File: config.mk
export PLATFORM = sky130hd
export DESIGN_NAME = ex_stage
export DESIGN_NICKNAME = d
export VERILOG_FILES = /design/src/design/ex_pkg.sv /design/src/design/fu_data_if.sv /design/src/design/fu_issue.sv /design/src/design/alu.sv /design/src/design/branch_unit.sv /design/src/design/csr_buffer.sv /design/src/design/mult_unit.sv /design/src/design/flu_writeback.sv /design/src/design/ex_stage.sv
export SDC_FILE = /design/constraint.sdc
export NUM_CORES = 2
export LEC_CHECK = 0
export ABC_AREA = 0
export BUFFER_PORTS_ARGS = -buffer_cell sky130_fd_sc_hd__clkbuf_2
export CAP_MARGIN = 20
export CORE_MARGIN = 8
export CORE_UTILIZATION = 25
export DETAILED_ROUTE_END_ITERATION = 6
export PLACE_DENSITY_LB_ADDON = 0.08
export SKIP_CTS_REPAIR_TIMING = 1
export SLEW_MARGIN = 20
export SYNTH_ARGS = -nofsm -noshare
export SYNTH_HDL_FRONTEND = slang
export SYNTH_SLANG_ARGS = --single-unit
File: constraint.sdc
create_clock -name clk_i -period 18.47 [get_ports clk_i]
set_input_delay 2.7705 -clock clk_i [delete_from_list [all_inputs] [get_ports clk_i]]
set_output_delay 2.7705 -clock clk_i [all_outputs]
set_load 0.01 [all_outputs]
File: src/design/ex_pkg.sv
// Execute stage package with widths, operation codes and the branch-type helper

package ex_pkg;

    // Default datapath width, the stage also builds at 64
    localparam int unsigned XLEN_DEFAULT = 32;

    // Scoreboard entry ID width
    localparam int unsigned TRANS_ID_BITS = 3;

    // CSR address field of the immediate
    localparam int unsigned CSR_ADDR_BITS = 12;

    // ------------------------------------------------------------------------
    // Operation codes of the fixed latency units
    // ------------------------------------------------------------------------
    typedef enum logic [4:0] {
        // ALU
        OP_ADD,
        OP_SUB,
        OP_AND,
        OP_OR,
        OP_XOR,
        OP_SLL,
        OP_SRL,
        OP_SLT,
        OP_SLTU,
        // Branch unit
        OP_BEQ,
        OP_BNE,
        OP_BLT,
        OP_BGEU,
        OP_JALR,
        // CSR buffer
        OP_CSRRW,
        // Multiplier
        OP_MUL,
        OP_MULH
    } fu_op_e;

    // High for the four conditional branches, JALR is not one of them
    function automatic logic is_cond_branch(input fu_op_e op);
        return op inside {OP_BEQ, OP_BNE, OP_BLT, OP_BGEU};
    endfunction

endpackage

File: src/design/fu_data_if.sv
// Interface carrying the isolated operands of one functional unit

`timescale 1ns/1ns

interface fu_data_if #(
    parameter int unsigned Xlen = ex_pkg::XLEN_DEFAULT
);
    import ex_pkg::*;

    fu_op_e                   operation;
    logic [Xlen-1:0]          operand_a;
    logic [Xlen-1:0]          operand_b;
    logic [Xlen-1:0]          imm;
    logic [TRANS_ID_BITS-1:0] trans_id;

    // Driven by the issue stage
    modport issue (output operation, operand_a, operand_b, imm, trans_id);

    // Seen by the execute units
    modport unit (input operation, operand_a, operand_b, imm, trans_id);

endinterface

File: src/design/fu_issue.sv
// Operand isolation stage driving one operand interface per functional unit

`timescale 1ns/1ns

module fu_issue #(
    parameter int unsigned Xlen = ex_pkg::XLEN_DEFAULT
) (
    input  ex_pkg::fu_op_e                   fu_op_i,
    input  logic [Xlen-1:0]                  operand_a_i,
    input  logic [Xlen-1:0]                  operand_b_i,
    input  logic [Xlen-1:0]                  imm_i,
    input  logic [ex_pkg::TRANS_ID_BITS-1:0] trans_id_i,
    input  logic                             alu_valid_i,
    input  logic                             branch_valid_i,
    input  logic                             csr_valid_i,
    input  logic                             mult_valid_i,
    fu_data_if.issue                         alu_o,
    fu_data_if.issue                         csr_o,
    fu_data_if.issue                         mult_o
);
    import ex_pkg::*;

    // ALU and branch unit share one operand set
    logic alu_sel;

    assign alu_sel = alu_valid_i | branch_valid_i;

    // Idle units see zeros so their logic does not toggle
    assign alu_o.operation  = alu_sel ? fu_op_i : fu_op_e'('0);
    assign alu_o.operand_a  = alu_sel ? operand_a_i : '0;
    assign alu_o.operand_b  = alu_sel ? operand_b_i : '0;
    assign alu_o.imm        = alu_sel ? imm_i : '0;
    assign alu_o.trans_id   = alu_sel ? trans_id_i : '0;

    assign csr_o.operation  = csr_valid_i ? fu_op_i : fu_op_e'('0);
    assign csr_o.operand_a  = csr_valid_i ? operand_a_i : '0;
    assign csr_o.operand_b  = csr_valid_i ? operand_b_i : '0;
    assign csr_o.imm        = csr_valid_i ? imm_i : '0;
    assign csr_o.trans_id   = csr_valid_i ? trans_id_i : '0;

    assign mult_o.operation = mult_valid_i ? fu_op_i : fu_op_e'('0);
    assign mult_o.operand_a = mult_valid_i ? operand_a_i : '0;
    assign mult_o.operand_b = mult_valid_i ? operand_b_i : '0;
    assign mult_o.imm       = mult_valid_i ? imm_i : '0;
    assign mult_o.trans_id  = mult_valid_i ? trans_id_i : '0;

endmodule

File: src/design/alu.sv
// Single-cycle integer ALU with the branch comparison flag

`timescale 1ns/1ns

module alu #(
    parameter int unsigned Xlen = ex_pkg::XLEN_DEFAULT
) (
    fu_data_if.unit           fu_i,
    output logic [Xlen-1:0]   result_o,
    output logic              branch_res_o
);
    import ex_pkg::*;

    localparam int unsigned ShamtBits = $clog2(Xlen);

    logic [ShamtBits-1:0] shamt;
    logic                 equal;
    logic                 signed_lt;
    logic                 unsigned_lt;
    logic                 cmp;

    assign shamt       = fu_i.operand_b[ShamtBits-1:0];
    assign equal       = fu_i.operand_a == fu_i.operand_b;
    assign signed_lt   = $signed(fu_i.operand_a) < $signed(fu_i.operand_b);
    assign unsigned_lt = fu_i.operand_a < fu_i.operand_b;

    // ------------------------------------------------------------------------
    // Result
    // ------------------------------------------------------------------------
    always_comb begin
        case (fu_i.operation)
            OP_ADD:  result_o = fu_i.operand_a + fu_i.operand_b;
            OP_SUB:  result_o = fu_i.operand_a - fu_i.operand_b;
            OP_AND:  result_o = fu_i.operand_a & fu_i.operand_b;
            OP_OR:   result_o = fu_i.operand_a | fu_i.operand_b;
            OP_XOR:  result_o = fu_i.operand_a ^ fu_i.operand_b;
            OP_SLL:  result_o = fu_i.operand_a << shamt;
            OP_SRL:  result_o = fu_i.operand_a >> shamt;
            OP_SLT:  result_o = {{(Xlen-1){1'b0}}, signed_lt};
            OP_SLTU: result_o = {{(Xlen-1){1'b0}}, unsigned_lt};
            default: result_o = '0;
        endcase
    end

    // ------------------------------------------------------------------------
    // Branch comparison
    // ------------------------------------------------------------------------
    always_comb begin
        case (fu_i.operation)
            OP_BEQ:  cmp = equal;
            OP_BNE:  cmp = ~equal;
            OP_BLT:  cmp = signed_lt;
            default: cmp = ~unsigned_lt;
        endcase
        // Flag stays low for anything but a conditional branch
        branch_res_o = is_cond_branch(fu_i.operation) ? cmp : 1'b0;
    end

endmodule

File: src/design/branch_unit.sv
// Branch unit with target, link address, misprediction and misalignment

`timescale 1ns/1ns

module branch_unit #(
    parameter int unsigned Xlen = ex_pkg::XLEN_DEFAULT
) (
    fu_data_if.unit           fu_i,
    input  logic [Xlen-1:0]   pc_i,
    input  logic              is_compressed_i,
    input  logic              branch_valid_i,
    input  logic              fu_valid_i,
    input  logic              branch_comp_res_i,
    input  logic              bp_taken_i,
    input  logic [Xlen-1:0]   bp_target_i,
    output logic [Xlen-1:0]   link_o,
    output logic              resolve_o,
    output logic              taken_o,
    output logic              mispredict_o,
    output logic [Xlen-1:0]   target_o,
    output logic              exception_o
);
    import ex_pkg::*;

    logic            is_jalr;
    logic [Xlen-1:0] jump_base;
    logic [Xlen-1:0] jump_sum;
    logic [Xlen-1:0] jump_target;

    // JALR is relative to rs1, conditional branches to the PC
    assign is_jalr     = fu_i.operation == OP_JALR;
    assign jump_base   = is_jalr ? fu_i.operand_a : pc_i;
    assign jump_sum    = jump_base + fu_i.imm;
    assign jump_target = {jump_sum[Xlen-1:1], jump_sum[0] & ~is_jalr};

    assign link_o = pc_i + (is_compressed_i ? Xlen'(2) : Xlen'(4));

    always_comb begin
        taken_o = branch_valid_i
                  & (is_jalr | (is_cond_branch(fu_i.operation) & branch_comp_res_i));
        target_o = taken_o ? jump_target : link_o;
        resolve_o = 1'b0;
        mispredict_o = 1'b0;
        if (branch_valid_i) begin
            resolve_o = 1'b1;
            mispredict_o = (taken_o != bp_taken_i)
                           | (taken_o & (jump_target != bp_target_i));
        end else if (fu_valid_i && bp_taken_i) begin
            // Predicted taken on a non-branch, fall through to the next PC
            resolve_o = 1'b1;
            mispredict_o = 1'b1;
        end
    end

    assign exception_o = taken_o & jump_target[0];

endmodule

File: src/design/csr_buffer.sv
// One-entry CSR address buffer with ready, commit and flush

`timescale 1ns/1ns

module csr_buffer #(
    parameter int unsigned Xlen = ex_pkg::XLEN_DEFAULT
) (
    input  logic                             clk_i,
    input  logic                             rst_ni,
    input  logic                             flush_i,
    fu_data_if.unit                          fu_i,
    input  logic                             csr_valid_i,
    input  logic                             csr_commit_i,
    output logic                             ready_o,
    output logic [Xlen-1:0]                  result_o,
    output logic [ex_pkg::CSR_ADDR_BITS-1:0] csr_addr_o
);
    import ex_pkg::*;

    logic                     full_q;
    logic [CSR_ADDR_BITS-1:0] addr_q;

    always_ff @(posedge clk_i or negedge rst_ni) begin
        if (!rst_ni) begin
            full_q <= 1'b0;
            addr_q <= '0;
        end else begin
            if (csr_valid_i) begin
                full_q <= 1'b1;
                addr_q <= fu_i.imm[CSR_ADDR_BITS-1:0];
            end
            // Retiring or squashing the instruction frees the entry
            if (csr_commit_i || flush_i) begin
                full_q <= 1'b0;
            end
        end
    end

    // Blocks further issue until the entry is freed
    assign ready_o    = ~full_q;
    assign result_o   = fu_i.operand_a;
    assign csr_addr_o = addr_q;

endmodule

File: src/design/mult_unit.sv
// One-cycle registered multiplier with transaction ID and flush

`timescale 1ns/1ns

module mult_unit #(
    parameter int unsigned Xlen = ex_pkg::XLEN_DEFAULT
) (
    input  logic                             clk_i,
    input  logic                             rst_ni,
    input  logic                             flush_i,
    fu_data_if.unit                          fu_i,
    input  logic                             mult_valid_i,
    output logic                             valid_o,
    output logic [Xlen-1:0]                  result_o,
    output logic [ex_pkg::TRANS_ID_BITS-1:0] trans_id_o
);
    import ex_pkg::*;

    logic signed [2*Xlen-1:0] product;
    logic [Xlen-1:0]          result_d;
    logic                     valid_q;
    logic [Xlen-1:0]          result_q;
    logic [TRANS_ID_BITS-1:0] trans_id_q;

    // Signed by signed, MULH takes the upper half
    assign product  = $signed(fu_i.operand_a) * $signed(fu_i.operand_b);
    assign result_d = (fu_i.operation == OP_MULH) ? product[2*Xlen-1:Xlen]
                                                  : product[Xlen-1:0];

    always_ff @(posedge clk_i or negedge rst_ni) begin
        if (!rst_ni) begin
            valid_q <= 1'b0;
        end else begin
            valid_q <= mult_valid_i & ~flush_i;
        end
    end

    always_ff @(posedge clk_i) begin
        if (mult_valid_i) begin
            result_q   <= result_d;
            trans_id_q <= fu_i.trans_id;
        end
    end

    // A flush in the writeback cycle also kills the result
    assign valid_o    = valid_q & ~flush_i;
    assign result_o   = result_q;
    assign trans_id_o = trans_id_q;

endmodule

File: src/design/flu_writeback.sv
// Priority result mux, valid and ready for the shared write port

`timescale 1ns/1ns

module flu_writeback #(
    parameter int unsigned Xlen = ex_pkg::XLEN_DEFAULT
) (
    input  logic                             alu_valid_i,
    input  logic                             branch_valid_i,
    input  logic                             csr_valid_i,
    input  logic [ex_pkg::TRANS_ID_BITS-1:0] issue_trans_id_i,
    input  logic [Xlen-1:0]                  alu_result_i,
    input  logic [Xlen-1:0]                  csr_result_i,
    input  logic [Xlen-1:0]                  link_i,
    input  logic                             mult_valid_i,
    input  logic [Xlen-1:0]                  mult_result_i,
    input  logic [ex_pkg::TRANS_ID_BITS-1:0] mult_trans_id_i,
    input  logic                             csr_ready_i,
    output logic [Xlen-1:0]                  result_o,
    output logic [ex_pkg::TRANS_ID_BITS-1:0] trans_id_o,
    output logic                             valid_o,
    output logic                             ready_o
);

    always_comb begin
        // Link address of a branch or jump unless a unit claims the port
        result_o   = link_i;
        trans_id_o = issue_trans_id_i;
        if (alu_valid_i) begin
            result_o = alu_result_i;
        end else if (csr_valid_i) begin
            result_o = csr_result_i;
        end else if (mult_valid_i) begin
            result_o   = mult_result_i;
            trans_id_o = mult_trans_id_i;
        end
    end

    assign valid_o = alu_valid_i | branch_valid_i | csr_valid_i | mult_valid_i;

    // Multiplier never stalls, so only the CSR entry back-pressures
    assign ready_o = csr_ready_i;

endmodule

File: src/design/ex_stage.sv
// Execute stage top level with issue, fixed latency units and writeback

`timescale 1ns/1ns

module ex_stage #(
    parameter int unsigned Xlen = ex_pkg::XLEN_DEFAULT
) (
    input  logic                             clk_i,
    input  logic                             rst_ni,
    input  logic                             flush_i,
    input  ex_pkg::fu_op_e                   fu_op_i,
    input  logic [Xlen-1:0]                  operand_a_i,
    input  logic [Xlen-1:0]                  operand_b_i,
    input  logic [Xlen-1:0]                  imm_i,
    input  logic [Xlen-1:0]                  pc_i,
    input  logic [ex_pkg::TRANS_ID_BITS-1:0] trans_id_i,
    input  logic                             is_compressed_i,
    input  logic                             alu_valid_i,
    input  logic                             branch_valid_i,
    input  logic                             csr_valid_i,
    input  logic                             mult_valid_i,
    input  logic                             bp_taken_i,
    input  logic [Xlen-1:0]                  bp_target_i,
    input  logic                             csr_commit_i,
    output logic [Xlen-1:0]                  flu_result_o,
    output logic [ex_pkg::TRANS_ID_BITS-1:0] flu_trans_id_o,
    output logic                             flu_valid_o,
    output logic                             flu_ready_o,
    output logic                             flu_exception_o,
    output logic                             resolve_branch_o,
    output logic                             resolved_taken_o,
    output logic                             resolved_mispredict_o,
    output logic [Xlen-1:0]                  resolved_target_o,
    output logic [ex_pkg::CSR_ADDR_BITS-1:0] csr_addr_o
);
    import ex_pkg::*;

    logic                     alu_branch_res;
    logic [Xlen-1:0]          alu_result;
    logic [Xlen-1:0]          csr_result;
    logic [Xlen-1:0]          mult_result;
    logic [Xlen-1:0]          link_addr;
    logic                     csr_ready;
    logic                     mult_valid;
    logic [TRANS_ID_BITS-1:0] mult_trans_id;

    fu_data_if #(.Xlen(Xlen)) alu_if ();
    fu_data_if #(.Xlen(Xlen)) csr_if ();
    fu_data_if #(.Xlen(Xlen)) mult_if ();

    // ------------------------------------------------------------------------
    // Issue
    // ------------------------------------------------------------------------
    fu_issue #(.Xlen(Xlen)) fu_issue_i (
        .fu_op_i,
        .operand_a_i,
        .operand_b_i,
        .imm_i,
        .trans_id_i,
        .alu_valid_i,
        .branch_valid_i,
        .csr_valid_i,
        .mult_valid_i,
        .alu_o  (alu_if),
        .csr_o  (csr_if),
        .mult_o (mult_if)
    );

    // ------------------------------------------------------------------------
    // Execute units
    // ------------------------------------------------------------------------
    alu #(.Xlen(Xlen)) alu_i (
        .fu_i         (alu_if),
        .result_o     (alu_result),
        .branch_res_o (alu_branch_res)
    );

    // Any other unit valid lets a wrong taken prediction be caught
    branch_unit #(.Xlen(Xlen)) branch_unit_i (
        .fu_i              (alu_if),
        .pc_i,
        .is_compressed_i,
        .branch_valid_i,
        .fu_valid_i        (alu_valid_i | csr_valid_i | mult_valid_i),
        .branch_comp_res_i (alu_branch_res),
        .bp_taken_i,
        .bp_target_i,
        .link_o            (link_addr),
        .resolve_o         (resolve_branch_o),
        .taken_o           (resolved_taken_o),
        .mispredict_o      (resolved_mispredict_o),
        .target_o          (resolved_target_o),
        .exception_o       (flu_exception_o)
    );

    csr_buffer #(.Xlen(Xlen)) csr_buffer_i (
        .clk_i,
        .rst_ni,
        .flush_i,
        .fu_i         (csr_if),
        .csr_valid_i,
        .csr_commit_i,
        .ready_o      (csr_ready),
        .result_o     (csr_result),
        .csr_addr_o
    );

    mult_unit #(.Xlen(Xlen)) mult_unit_i (
        .clk_i,
        .rst_ni,
        .flush_i,
        .fu_i         (mult_if),
        .mult_valid_i,
        .valid_o      (mult_valid),
        .result_o     (mult_result),
        .trans_id_o   (mult_trans_id)
    );

    // ------------------------------------------------------------------------
    // Writeback
    // ------------------------------------------------------------------------
    flu_writeback #(.Xlen(Xlen)) flu_writeback_i (
        .alu_valid_i,
        .branch_valid_i,
        .csr_valid_i,
        .issue_trans_id_i (trans_id_i),
        .alu_result_i     (alu_result),
        .csr_result_i     (csr_result),
        .link_i           (link_addr),
        .mult_valid_i     (mult_valid),
        .mult_result_i    (mult_result),
        .mult_trans_id_i  (mult_trans_id),
        .csr_ready_i      (csr_ready),
        .result_o         (flu_result_o),
        .trans_id_o       (flu_trans_id_o),
        .valid_o          (flu_valid_o),
        .ready_o          (flu_ready_o)
    );

endmodule

After elaboration in Yosys (flattened, before gate mapping)
Index checks and enable logic that the tools add are counted.

word-level totals
  flip-flop bits (word level) = 49
  output and inout bits = 85
  word-level logic and storage cells = 83

cells by class
  $add $sub $neg = 4
  $mul = 1
  order comparisons = 2
  equal/unequal tests = 17
  shift operators = 2
  mux-type cells = 25
  bitwise operators = 22
  reduce and logical (&&, ||, !) cells = 5

operators by type and width
  kind                                                 number
  2-to-1 mux 32 bit                                    11
  case mux 32 bit (9 select lines)                     1
  adder 32 bit                                         3
  < comparator 32 bit                                  2
  multiplier 32 x 32 -> 64 bit                         1
  bitwise AND 32 bit                                   1
  equality test 32 bit                                 1
  != test 32 bit                                       1
  OR 32 bit                                            1
  << shifter 32 x 5 -> 32 bit                          1
  >> shifter 32 x 5 -> 32 bit                          1
  subtractor 32 bit                                    1
  XOR 32 bit                                           1
  equality test 5 x 4 -> 1 bit, second input constant  6
  equality test 5 x 3 -> 1 bit, second input constant  4
  2-to-1 mux 3 bit                                     4
  equality test 5 x 2 -> 1 bit, second input constant  2
  2-to-1 mux 5 bit                                     2
  bitwise AND 1 bit                                    7
  OR 1 bit                                             7
  2-to-1 mux 1 bit                                     6
  equality test 5 x 1 -> 1 bit, second input constant  1
  equality test 5 bit, second input constant           1
  zero test 5 bit                                      1
  other kinds (7)                                      11

Longest topological paths before layout
  depth in word-level cells = 12
  depth in mapped cells = 32
  depth with buffers taken out = 29

Hierarchy
Synthesis repeated with hierarchy kept, for this count alone.

unflattened totals
  cells, all modules = 6,487
  area, all modules = 54,310.8 um2

by module, submodules not included
  module         times used  cells an instance  area an instance (um2)  sequential area each (um2)
  mult_unit      1           3,967              37,528.5                1,076.0
  alu            1           1,242              7,948.9                 0.0
  branch_unit    1           705                4,425.5                 0.0
  fu_issue       1           358                2,392.3                 0.0
  flu_writeback  1           153                1,251.2                 0.0
  csr_buffer     1           61                 758.2                   325.3
  ex_stage       1           1                  6.3                     0.0

Worst setup path before layout
Ideal clock, no wire load.

  path type = in2reg
  from = in mult_valid_i
  to = reg mult_unit_i.result_q[26], in the netlist mult_unit_i.result_o[26], data pin
  setup time = 0.267 ns
  data arrival time = 10.436 ns
  path slack = 7.767 ns
  stages = 25
  buffers on the path = 3
  path through = clkbuf_1 clkbuf_1 clkbuf_1 and3_1 fa_1 fa_1 fa_1 fa_1 inv_1 fa_1 inv_1 fa_1 inv_1 fa_1 inv_1 fa_1 ha_1 a21o_1 a21o_1 a21oi_1 o211ai_1 a221o_1 a221oi_1 xor2_1 o21ai_0

between the ends
  word-level cells in the longest chain between the ends = 3
  elaborated cells between the ends (all ways) = 6
  classes of those cells = 1 x mul; 1 x eq/ne; 4 x mux

ends and longest elaborated chain
  element                                                              line                              RTL
  start, declared                                                      ex_stage.sv:21                    input logic mult_valid_i,
  2-to-1 mux 32 bit (tied with other cells)                            fu_issue.sv:42                    assign mult_o.operand_a = mult_valid_i ? operand_a_i : '0;
  multiplier 32 x 32 -> 64 bit or equality test 5 bit (tied branches)  mult_unit.sv:26, mult_unit.sv:27
  2-to-1 mux 32 bit (*)                                                mult_unit.sv:27                   assign result_d = (fu_i.operation == OP_MULH) ? product[2*Xlen-1:Xlen]
  via mult_unit_i.result_d[26]                                         mult_unit.sv:20                   logic [Xlen-1:0] result_d;
  end signal, assigned                                                 mult_unit.sv:40                   result_q <= result_d;
  end, declared                                                        mult_unit.sv:22                   logic [Xlen-1:0] result_q;

Mark *: on every way through the listed nets, which the timed path passes. The rest lies on a longest branch.
A chain may end at the register's enable or synchronous reset.

Worst setup path in the final report
  from = in alu_valid_i
  to = out flu_result_o[28]

between the ends
  word-level cells in the longest chain between the ends = 5
  elaborated cells between the ends (all ways) = 22
  classes of those cells = 2 x add/sub; 8 x eq/ne; 2 x shift; 5 x mux; 4 x bitwise; 1 x reduce/logical

ends and longest elaborated chain
  element                                    line                 RTL
  start, declared                            ex_stage.sv:18       input logic alu_valid_i,
  OR 1 bit                                   fu_issue.sv:26       assign alu_sel = alu_valid_i | branch_valid_i;
  2-to-1 mux 32 bit (tied with other cells)  fu_issue.sv:30       assign alu_o.operand_a = alu_sel ? operand_a_i : '0;
  subtractor 32 bit (tied with other cells)  alu.sv:33            OP_SUB: result_o = fu_i.operand_a - fu_i.operand_b;
  case mux 32 bit (9 select lines)           alu.sv:31            case (fu_i.operation)
  2-to-1 mux 32 bit (*)                      flu_writeback.sv:29  if (alu_valid_i) begin
  end, declared                              ex_stage.sv:25       output logic [Xlen-1:0] flu_result_o,

Every way passes the cells marked *; elsewhere a longest branch is shown, timed or not.

==> flow_summary.ini <==
[logic_synthesis]
ys_types = 82
synth_area_per_cell_sq_um = 8.31
syn_inst = 6155
yosys_register_bits = 49
ys_warn_count = 0
yosysSeqAreaShare_pct = 2.74
synth_edf_count = 35
synth_ff_type = edfxtp_1
async_flop_share_pct = 28.6
syn_nets = 7733
syn_area_sq_um = 51100

[layout]
final_cell_area_sq_um = 55500
layout_commonest_cell = fa_1
area_delta_synth_final_pct = 8.52
drive_above_1_share_pct = 8.12
fin_nets = 7694
nFillCells = 22400
mostFrequentLayoutCells = 1087 x fa_1, 1049 x inv_1, 746 x nand2_1, 535 x and3_1, 313 x ha_1

[die]
io_pins = 263
die_w_microns = 468
coreArea_sq_um = 204000
die_h_microns = 468
fp.dieArea_sq_um = 219000
num_rows = 166
initial_core_util_pct = 25.1

[worst_hold_path]
hp-start = csr_buffer_i.csr_addr_o[3]
holdCritPathClass = reg -> reg
hold_path_depth = 1
whs_endpoint = csr_buffer_i.csr_addr_o[3]

[grt]
grt.overflow.total = 0
grt_max_degree = 108
grt_pass1_wl_microns = 378000
antenna_found_initial = 45
grt_pass1_vias = 47900
grt_usage_pct = 24.1

[setup_path]
required_ns = 15.70
cp_num_buf_inv = 6
crit_arrival_ns = 10.23
reg2reg_from = csr_buffer_i.csr_addr_o[2]
path_max_fanout = 51
startpoint_type = input pin
regToRegSetupSlack_ns = 17.71
reg2regPathDepth = 1
critPathMaxStageDelay_ns = 0.90
slowest_stage = o31ai_1
critical_path_class = in -> out
crit_family = compound AO/OA/AOI/OAI gates
endpoint_kind = output port
worstReg2RegEnd = csr_buffer_i.csr_addr_o[2]
cp_cell_sequence = clkbuf_2 -> buf_4 -> or2_2 -> buf_4 -> nand2_1 -> inv_1 -> buf_4 -> ha_1 -> o21ai_0 -> o21bai_1 -> a211oi_1 -> o21ai_1 -> nor2_1 -> o31ai_1 -> nand2b_1 -> a311o_1 -> xnor2_1 -> a221oi_2 -> o22ai_1 -> clkbuf_2
crit_top_cell = buf_4

[routing]
final_antenna_net_count = 0
drt_iter0_markers = 4513
drt_wl_total_microns = 270000
avgRoutedWirePerCell_microns = 30.6
vias_per_cell = 5.20
dr.pass1.iters = 5
vias = 45900
drc = 0

[sta]
fin_setup_tns_ns = 0
finalHoldViolCount = 0
rsz0062_at_grt = no
worstMarginPinSlew_ns = 1.14
fin_crit_ns = 13.00
fmax_ghz = 0.0769
slew_headroom_pct = 22.9
fin_skew_ns = 0
setup_viol = 0
finalCritPeriodShare_pct = 70.4
drv_slew = 0

[placement]
place_area_sq_um = 55300
dpl.hpwl_microns = 215000
port_buffers = 262
gp_congestion = 0.972

[clock_network]
cts_tree = built
clock-sinks = 49
h-tree-depth = 2
cts_buffers = 5
clockRootBuffer = clkbuf_16
max-clock-path-buffers = 2
clk_pin_slew_ns = 0.08
clkLatencyLatePin_ns = 0.35

[run]
drv_cap = 0

[run_status]
status = finished clean
==> layout make-up <==
cell class              instances  area (sq um)  area share [%]
inverters                    1051          3950            7.11
well taps                    2688          3360            6.06
flip-flops and latches         49          1400            2.53
repair buffers                410          2440            4.39
multi-input cells            4599         44100            79.5
clock buffers                   8           171           0.309
diodes                         16          40.0          0.0722
==> flip-flops by register name, indices dropped and copies added, names as in the netlist <==
register / flops
csr_buffer_i.csr_addr_o: 12
csr_buffer_i.full_q: 1
mult_unit_i.result_o: 32
mult_unit_i.trans_id_o: 3
mult_unit_i.valid_q: 1
==> kinds of logic (layout without fill, tap and decap cells) <==
logic type / after synthesis / in the layout / synth area share, %
AOI/OAI and AO/OA: 1018 / 1018 / 12.6
xor gates and xnor gates: 159 / 159 / 2.78
adders and majority gates: 1400 / 1400 / 50.2
buffers and inverters: 1507 / 1469 / 11.1
DFF: 49 / 49 / 2.74
muxes: 116 / 116 / 2.34
other: 0 / 16 / 0
and+or+nand+nor: 1906 / 1906 / 18.2
==> cell usage after synthesis, types with 7 or more instances <==
cell type,instances,area [sq um]
fa_1,1087,21800
inv_1,1049,3940
nand2_1,748,2810
and3_1,535,3350
clkbuf_1,426,1600
ha_1,313,3920
nor2_1,274,1030
o21ai_0,271,1360
a21oi_1,255,1280
xnor2_1,96,841
mux2i_1,88,881
and2_1,71,444
a21o_1,68,510
nand3_1,66,330
a211oi_1,64,480
xor2_1,61,534
nor3_1,51,255
o21bai_1,42,315
o22ai_1,42,263
o211ai_1,36,270
edfxtp_1,35,1050
a22oi_1,29,218
o21a_1,29,218
nand2b_1,28,175
nand4_1,28,175
mux2_2,27,304
buf_1,24,90.1
o221ai_1,23,201
a31oi_1,22,138
or2_2,21,131
a221oi_1,20,175
nor2b_1,19,119
nor4_1,18,113
or3_1,16,100
a221o_1,15,150
dfrtp_1,14,350
o31ai_1,13,97.6
o2111ai_1,10,87.6
o21ai_1,8,40.0
o22a_1,8,70.1
a211o_1,7,61.3
==> per-layer routing <==
metal  vias to the layer above  global-route usage [%]  part of all wire, %
li1                      19700                       -                    -
met1                     24100                    33.7                   44
met2                      1813                    39.5                   46
met3                       283                    2.87                  6.7
met4                         8                    6.28                  3.1
met5                         -                       0                0.020
==> metrics by stage <==
stage | hold WS [ns] | setup slack, ns | std cells | util [%]
after floorplan | 0.513 | 7.77 | 6155 | -
after global placement | 0.490 | 5.37 | 8797 | 27.1
after detailed placement | 0.500 | 5.23 | 8797 | 27.1
after CTS | 0.520 | 5.59 | 8805 | 27.2
after global routing | 0.537 | 5.07 | 8807 | 27.2
final | 0.516 | 5.47 | 8821 | 27.2
==> how the worst max path moves through the flow <==
| stage | startpoint | endpoint | slack [ns] | cells after the start |
|---|---|---|---|---|
| floorplan | mult_valid_i | mult_unit_i.result_o[26] | 7.77 | 25 |
| global placement | mult_valid_i | mult_unit_i.result_o[31] | 5.37 | 32 |
| detailed placement | mult_valid_i | mult_unit_i.result_o[28] | 5.23 | 29 |
| CTS | mult_valid_i | mult_unit_i.result_o[28] | 5.59 | 29 |
| global route | mult_valid_i | mult_unit_i.result_o[28] | 5.07 | 29 |
| finish | alu_valid_i | flu_result_o[28] | 5.47 | 20 |
Power is not shown: default switching activity piles up to over one toggle a cycle in this logic, so the estimate is an artifact.
